`config.mk`:
```
export PLATFORM = sky130hd
export DESIGN_NAME = ahbApbBridge
export DESIGN_NICKNAME = d
export VERILOG_FILES = /design/src/design/bridgePkg.sv /design/src/design/ahbPipeIf.sv /design/src/design/ahbApbBridge.sv /design/src/design/ahbSlaveInterface.sv /design/src/design/apbFsmController.sv /design/src/design/apbReadMux.sv
export SDC_FILE = /design/constraint.sdc
export NUM_CORES = 1
export LEC_CHECK = 0
export ABC_AREA = 1
export BUFFER_PORTS_ARGS = -buffer_cell sky130_fd_sc_hd__buf_2
export CELL_PAD_IN_SITES_DETAIL_PLACEMENT = 2
export CELL_PAD_IN_SITES_GLOBAL_PLACEMENT = 2
export CORE_ASPECT_RATIO = 0.7
export CORE_MARGIN = 2
export CORE_UTILIZATION = 28
export CTS_BUF_LIST = sky130_fd_sc_hd__clkbuf_4 sky130_fd_sc_hd__clkbuf_8
export DETAILED_ROUTE_END_ITERATION = 7
export PLACE_DENSITY = 0.78
export SLEW_MARGIN = 20
export SYNTH_ARGS = -nofsm -noshare
export SYNTH_HDL_FRONTEND = slang
export SYNTH_SLANG_ARGS = --single-unit
```
`constraint.sdc`:
```
create_clock -name Hclk -period 2.21 [get_ports Hclk]
set_input_delay 0.1105 -clock Hclk [delete_from_list [all_inputs] [get_ports Hclk]]
set_output_delay 0.1105 -clock Hclk [all_outputs]
set_load 0.005 [all_outputs]
```
`src/design/bridgePkg.sv`:
```
// Types, state codes and address map shared by the AHB-to-APB bridge.
// Three APB peripherals, 64 MB each, starting at 0x8000_0000.
// Addresses outside the three ranges decode to an all-zero select.
package bridgePkg;

	typedef logic [31:0] dataWordT;

	typedef enum logic [1:0]
	{
		IDLE   = 2'b00,
		BUSY   = 2'b01,
		NONSEQ = 2'b10,
		SEQ    = 2'b11
	} htransT;

	typedef enum logic [2:0]
	{
		stIdle     = 3'b000,
		stWwait    = 3'b001,
		stRead     = 3'b010,
		stWrite    = 3'b011,
		stWriteP   = 3'b100,
		stREnable  = 3'b101,
		stWEnable  = 3'b110,
		stWEnableP = 3'b111
	} apbStateT;

	localparam dataWordT periph0Base = 32'h8000_0000;
	localparam dataWordT periph0Top  = 32'h83FF_FFFF;
	localparam dataWordT periph1Base = 32'h8400_0000;
	localparam dataWordT periph1Top  = 32'h87FF_FFFF;
	localparam dataWordT periph2Base = 32'h8800_0000;
	localparam dataWordT periph2Top  = 32'h8BFF_FFFF;

	// one-hot peripheral select for an address.
	function automatic logic [2:0] addrSel(input dataWordT addr);
		logic [2:0] sel;
		sel[0] = (addr >= periph0Base) && (addr <= periph0Top);
		sel[1] = (addr >= periph1Base) && (addr <= periph1Top);
		sel[2] = (addr >= periph2Base) && (addr <= periph2Top);
		return sel;
	endfunction

endpackage

```
`src/design/ahbPipeIf.sv`:
```
// Pipelined AHB fields passed from the AHB input side to the APB FSM.
// Stage 1 fields lag the bus by one clock, stage 2 fields by two.
`timescale 1ns/1ns

interface ahbPipeIf import bridgePkg::*; ();

	logic valid;
	logic Hwritereg;
	dataWordT Haddr1;
	dataWordT Haddr2;
	dataWordT Hwdata1;
	dataWordT Hwdata2;
	logic [2:0] tempselx;

	modport source
	(
		output valid, Hwritereg, Haddr1, Haddr2, Hwdata1, Hwdata2, tempselx
	);

	modport sink
	(
		input valid, Hwritereg, Haddr1, Haddr2, Hwdata1, Hwdata2, tempselx
	);

endinterface

```
`src/design/ahbApbBridge.sv`:
```
// AHB-Lite to APB bridge, top level.
// Single and back-to-back transfers only, Hresp is always OKAY.
// Connect Hreadyin to Hreadyout when this is the only AHB slave.
`timescale 1ns/1ns

module ahbApbBridge import bridgePkg::*;
(
	input logic Hclk,
	input logic Hresetn,
	input logic Hselapb,
	input htransT Htrans,
	input logic Hwrite,
	input logic Hreadyin,
	input dataWordT Haddr,
	input dataWordT Hwdata,
	input dataWordT Prdata0,
	input dataWordT Prdata1,
	input dataWordT Prdata2,
	output dataWordT Paddr,
	output dataWordT Pwdata,
	output logic Pwrite,
	output logic [2:0] Pselx,
	output logic Penable,
	output logic Hreadyout,
	output dataWordT Hrdata
);

	ahbPipeIf pipeBus();

	ahbSlaveInterface slaveSide
	(
		.Hclk(Hclk),
		.Hresetn(Hresetn),
		.Hselapb(Hselapb),
		.Hreadyin(Hreadyin),
		.Hwrite(Hwrite),
		.Haddr(Haddr),
		.Hwdata(Hwdata),
		.Htrans(Htrans),
		.pipe(pipeBus)
	);

	apbFsmController fsmCtrl
	(
		.Hclk(Hclk),
		.Hresetn(Hresetn),
		.Hwrite(Hwrite),
		.Haddr(Haddr),
		.Hwdata(Hwdata),
		.pipe(pipeBus),
		.Paddr(Paddr),
		.Pwdata(Pwdata),
		.Pwrite(Pwrite),
		.Pselx(Pselx),
		.Penable(Penable),
		.Hreadyout(Hreadyout)
	);

	apbReadMux readMux
	(
		.Hclk(Hclk),
		.Hresetn(Hresetn),
		.Pselx(Pselx),
		.Penable(Penable),
		.Pwrite(Pwrite),
		.Prdata0(Prdata0),
		.Prdata1(Prdata1),
		.Prdata2(Prdata2),
		.Hrdata(Hrdata)
	);

endmodule

```
`src/design/ahbSlaveInterface.sv`:
```
// AHB-Lite input side of the bridge.
// valid and tempselx decode the current address phase combinationally.
// Hreadyin must be tied to the bridge Hreadyout in a single-slave system.
`timescale 1ns/1ns

module ahbSlaveInterface import bridgePkg::*;
(
	input logic Hclk,
	input logic Hresetn,
	input logic Hselapb,
	input logic Hreadyin,
	input logic Hwrite,
	input dataWordT Haddr,
	input dataWordT Hwdata,
	input htransT Htrans,
	ahbPipeIf.source pipe
);

	logic activeTrans;
	logic [2:0] selDecode;

	// address and data delay lines.
	always_ff @(posedge Hclk)
	begin
		pipe.Haddr1 <= Haddr;
		pipe.Haddr2 <= pipe.Haddr1;
		pipe.Hwdata1 <= Hwdata;
		pipe.Hwdata2 <= pipe.Hwdata1;
	end

	always_ff @(posedge Hclk)
	begin
		if (!Hresetn)
			pipe.Hwritereg <= 1'b0;
		else
			pipe.Hwritereg <= Hwrite;
	end

	assign activeTrans = (Htrans == NONSEQ) || (Htrans == SEQ); // idle and busy ignored.
	assign selDecode = addrSel(Haddr);

	assign pipe.tempselx = selDecode;
	assign pipe.valid = Hselapb && Hreadyin && activeTrans && (selDecode != 3'b000);

endmodule

```
`src/design/apbFsmController.sv`:
```
// APB sequencer of the bridge, eight states, all outputs registered.
// No APB wait states, Pready is taken as always high.
// A read needs two clocks after its address phase, a write three.
// Hreadyout low stretches the AHB data phase while APB catches up.
`timescale 1ns/1ns

module apbFsmController import bridgePkg::*;
(
	input logic Hclk,
	input logic Hresetn,
	input logic Hwrite,
	input dataWordT Haddr,
	input dataWordT Hwdata,
	ahbPipeIf.sink pipe,
	output dataWordT Paddr,
	output dataWordT Pwdata,
	output logic Pwrite,
	output logic [2:0] Pselx,
	output logic Penable,
	output logic Hreadyout
);

	apbStateT presentState;
	apbStateT nextState;

	dataWordT paddrNext;
	dataWordT pwdataNext;
	logic pwriteNext;
	logic [2:0] pselxNext;
	logic penableNext;
	logic hreadyoutNext;

	always_ff @(posedge Hclk)
	begin
		if (!Hresetn)
			presentState <= stIdle;
		else
			presentState <= nextState;
	end

	always_comb
	begin
		nextState = presentState;
		paddrNext = Paddr;
		pwdataNext = Pwdata;
		pwriteNext = Pwrite;
		pselxNext = Pselx;
		penableNext = Penable;
		hreadyoutNext = Hreadyout;

		case (presentState)
			stIdle, stREnable, stWEnable:
			begin
				if (presentState == stWEnable)
					pwdataNext = pipe.Hwdata2; // word just written.
				penableNext = 1'b0;
				if (pipe.valid && !Hwrite)
				begin
					nextState = stRead;
					paddrNext = Haddr;
					pwriteNext = 1'b0;
					pselxNext = pipe.tempselx;
					hreadyoutNext = 1'b0; // hold the read data phase.
				end
				else
				begin
					nextState = pipe.valid ? stWwait : stIdle;
					pselxNext = 3'b000;
					hreadyoutNext = 1'b1;
				end
			end

			// write data is on the bus now.
			stWwait:
			begin
				nextState = pipe.valid ? stWriteP : stWrite;
				paddrNext = pipe.Haddr1;
				pwdataNext = Hwdata;
				pwriteNext = 1'b1;
				pselxNext = addrSel(pipe.Haddr1);
				penableNext = 1'b0;
				hreadyoutNext = 1'b0;
			end

			stRead, stWrite:
			begin
				nextState = (presentState == stRead) ? stREnable : stWEnable;
				penableNext = 1'b1;
				hreadyoutNext = 1'b1;
			end

			stWriteP:
			begin
				nextState = stWEnableP;
				penableNext = 1'b1;
				hreadyoutNext = pipe.Hwritereg; // a pending read must wait.
			end

			// Hreadyout high here marks the pending transfer as a write.
			stWEnableP:
			begin
				paddrNext = pipe.Haddr2;
				pselxNext = addrSel(pipe.Haddr2);
				penableNext = 1'b0;
				hreadyoutNext = 1'b0;
				if (Hreadyout)
				begin
					nextState = pipe.valid ? stWriteP : stWrite;
					pwriteNext = 1'b1;
					pwdataNext = pipe.Hwdata1;
				end
				else
				begin
					nextState = stRead;
					pwriteNext = 1'b0;
					pwdataNext = pipe.Hwdata2;
				end
			end

			default:
			begin
				nextState = stIdle;
			end
		endcase
	end

	always_ff @(posedge Hclk)
	begin
		if (!Hresetn)
		begin
			Pwrite <= 1'b0;
			Pselx <= 3'b000;
			Penable <= 1'b0;
			Hreadyout <= 1'b1; // ready out of reset.
		end
		else
		begin
			Pwrite <= pwriteNext;
			Pselx <= pselxNext;
			Penable <= penableNext;
			Hreadyout <= hreadyoutNext;
		end
	end

	always_ff @(posedge Hclk)
	begin
		Paddr <= paddrNext;
		Pwdata <= pwdataNext;
	end

endmodule

```
`src/design/apbReadMux.sv`:
```
// Read data return path of the bridge.
// Hrdata passes Prdata through during a read enable phase and then
// holds it until the next read completes.
`timescale 1ns/1ns

module apbReadMux import bridgePkg::*;
(
	input logic Hclk,
	input logic Hresetn,
	input logic [2:0] Pselx,
	input logic Penable,
	input logic Pwrite,
	input dataWordT Prdata0,
	input dataWordT Prdata1,
	input dataWordT Prdata2,
	output dataWordT Hrdata
);

	dataWordT selData;
	dataWordT heldData;
	logic readEnable;

	// one-hot and-or select.
	assign selData = ({32{Pselx[0]}} & Prdata0) |
		({32{Pselx[1]}} & Prdata1) |
		({32{Pselx[2]}} & Prdata2);

	assign readEnable = Penable && !Pwrite;

	always_ff @(posedge Hclk)
	begin
		if (!Hresetn)
			heldData <= '0;
		else if (readEnable)
			heldData <= selData;
	end

	assign Hrdata = readEnable ? selData : heldData;

endmodule

```
==> results.json <==
{
  "drv_slew": 0,
  "area_delta_synth_final_pct": 48.0,
  "slew_headroom_pct": 52.3,
  "drv_cap": 0,
  "cts_buffers": 37,
  "globalplace.congestion": 0.743,
  "period_share_pct": 91.1,
  "dp_hpwl_um": 17800,
  "p_sw_mw": 4.80,
  "synth_xor_area_share_pct": 0,
  "hold_viol_final": 0,
  "synth_compound_area_share_pct": 8.95,
  "postCtsSetupRepairBufs": 0,
  "core.rowCount": 51,
  "cp_max_fo": 25,
  "setup-violations-final": 0,
  "synth-seq-area-share_pct": 67.2,
  "layout.nets": 1371,
  "synth-simple-area-share_pct": 20.1,
  "fmax_mhz": 497,
  "layout_common_cells": "buf_2 (267), nand2_1 (235), dfxtp_1 (170)",
  "syn-cell-area_mm2": 0.00792,
  "swShare_pct": 33.4,
  "die_w_um": 205,
  "drc": 0,
  "worstPathRequired_ps": 2100,
  "cts_tree": "yes",
  "final_common_cell": "buf_2",
  "synth_cell_types": 24,
  "internal-power_mw": 9.58,
  "grt_pass1_wl_um": 46300,
  "drtIter0Drc": 291,
  "finalSetupTns_ps": 0,
  "grt_setup_unrepaired": "no",
  "cts.clk_slew.worst_paths_ps": 60,
  "path_class": "flop to output pin",
  "period_needed_ps": 2010,
  "grt_pass1_vias": 8283,
  "synth_area_per_cell_um2": 9.93,
  "hp-class": "input port to flop",
  "vias_per_cell": 4.58,
  "drive_above_1_share_pct": 29.2,
  "num_vias": 7354,
  "clockPowerShare_pct": 26.9,
  "antenna_found_initial": 3,
  "synth_adder_area_share_pct": 0,
  "grt-ovfl-total": 0,
  "drtAntennaViolNets": 0,
  "numClockSinks": 234,
  "grt_max_degree": 40,
  "clock_tree.buffer_depth": 3,
  "clk_latency_ps": 530,
  "clock_skew_ps": 17.8,
  "synth-seq-cells": 234,
  "finalPower_mw": 14.4,
  "p_seq_share_pct": 41.1,
  "synthCells": 798,
  "end_kind": "output pin",
  "io_pins": 269,
  "critPathLaunchType": "flop",
  "synthMuxAreaShare_pct": 0,
  "coreArea_mm2": 0.0278,
  "firstDrtPassIters": 4,
  "grt_use_total_pct": 20.1,
  "status": "completed",
  "power_density_mw_per_mm2": 1230,
  "ir_drop_uv": 646,
  "combPwrFrac_pct": 32.0,
  "wl_um": 30400,
  "clockRootBuffer": "clkbuf_8",
  "die_height_um": 145,
  "h-tree-depth": 2,
  "wl_per_cell_um": 18.9,
  "placement.io_buffers": 267,
  "yosysWarnings": 0,
  "synth_top_family_by_area": "simple AND/OR/NAND/NOR gates",
  "n_fill_cell": 3040,
  "p_leak_nw": 5.33,
  "crit_arrival_ps": 1900,
  "start_util_pct": 28.5,
  "dieArea_mm2": 0.0297,
  "syn_nets": 965,
  "worst_slew_pin_slew_ps": 716
}
cells in the mapped netlist:
cell | instances | area share [%]
nand2_1 | 235 | 11
dfxtp_1 | 170 | 43
edfxtp_1 | 64 | 24
nor2_1 | 49 | 2.3
nand3_1 | 40 | 2.5
a21oi_1 | 39 | 2.5
a31oi_1 | 34 | 2.7
and2_1 | 32 | 2.5
a22oi_1 | 30 | 2.8
inv_1 | 29 | 1.4
buf_2 | 23 | 1.5
clkbuf_1 | 18 | 0.85
o21ai_0 | 12 | 0.76
nor3_1 | 6 | 0.38
nor2_2 | 3 | 0.24
nor4_1 | 3 | 0.24
inv_2 | 2 | 0.095
nand3_2 | 2 | 0.25
nand4_1 | 2 | 0.16
and3_1 | 1 | 0.079
nand2_2 | 1 | 0.079
nor2_4 | 1 | 0.14
o211ai_1 | 1 | 0.095
o221ai_1 | 1 | 0.11
per-layer routing:
layer	up-vias	GRT usage, %	wire (um)
li1	3489	-	-
met3	62	5.78	1930
met1	3574	24.1	12800
met2	225	35.1	15000
met5	-	0	21
met4	4	5.94	674
power groups by stage:
| stage | Clock (mW) | Sequential [mW] | Combinational (mW) |
|---|---|---|---|
| after CTS | 3.98 | 5.90 | 4.53 |
| after global placement | 0 | 5.93 | 3.88 |
| after detailed placement | 0 | 5.97 | 4.00 |
| after global routing | 4.21 | 6.00 | 5.13 |
| after floorplan | 0 | 5.98 | 1.94 |
| final | 3.86 | 5.91 | 4.60 |
what timing repair did:
item / CTS / global route
hold buffers: 124 / 0
endpoints found under the hold margin: 159 / 0
setup endpoints to repair: 0 / 1
gates resized for setup: 0 / 1
logic make-up after synthesis:
group / Yosys count
buf+inv: 72
simple gates: 375
flops: 234
compound gates: 117
state kept, by name, summed over array words and instances (netlist names):
signal	cells
fsmCtrl.Paddr	32
fsmCtrl.Pwdata	32
readMux.heldData	32
slaveSide.pipe.Haddr1	32
slaveSide.pipe.Haddr2	32
slaveSide.pipe.Hwdata1	32
slaveSide.pipe.Hwdata2	32
fsmCtrl.Pselx	3
fsmCtrl.presentState	3
fsmCtrl.Hreadyout	1
fsmCtrl.Penable	1
fsmCtrl.Pwrite	1
slaveSide.pipe.Hwritereg	1
through the flow:
stage	area (um^2)	utilization [%]	hold slack (ps)	setup WS, ps	std cells
2_1_floorplan	7920	-	138	35.7	798
3_3_place_gp	9710	34.9	227	387	1412
3_5_place_dp	9710	34.9	229	356	1412
4_1_cts	11700	42.1	4.74	165	1604
5_1_grt	11700	42.1	32.5	32.7	1605
6_report	11700	42.2	41.0	197	1606
final timing paths:
| check | from | cells after the start | end | slack, ps |
|---|---|---|---|---|
| setup reg to reg | fsmCtrl.Penable$_SDFF_PN0_ | 8 | readMux.heldData[25]$_SDFF_PN0_ | 200 |
| hold reg to reg | slaveSide.pipe.Haddr1[21]$_DFF_P_ | 0 | slaveSide.pipe.Haddr2[21]$_DFF_P_ | 340 |
| hold / removal | Prdata1[10] | 4 | readMux.heldData[10]$_SDFF_PN0_ | 40 |
| setup / recovery | fsmCtrl.Penable$_SDFF_PN0_ | 6 | Hrdata[25] | 200 |
worst max-delay path: stages (launching register included):
cell,delay (ps)
dfxtp_1,330
inv_1,50
nor2_2,120
buf_4,330
nor2_1,100
a31oi_1,270
buf_2,180
area by class of cell:
cell class / count / area (um^2) / area share [%]
Multi-Input combinational cell: 492 / 2300 / 19.6
Clock inverter: 11 / 80.1 / 0.683
Clock buffer: 57 / 691 / 5.89
Timing Repair Buffer: 408 / 2750 / 23.4
Inverter: 31 / 116 / 0.992
Tap cell: 371 / 464 / 3.96
Antenna cell: 2 / 5.00 / 0.0427
Sequential cell: 234 / 5330 / 45.4
(Power assumes the default switching activity.)
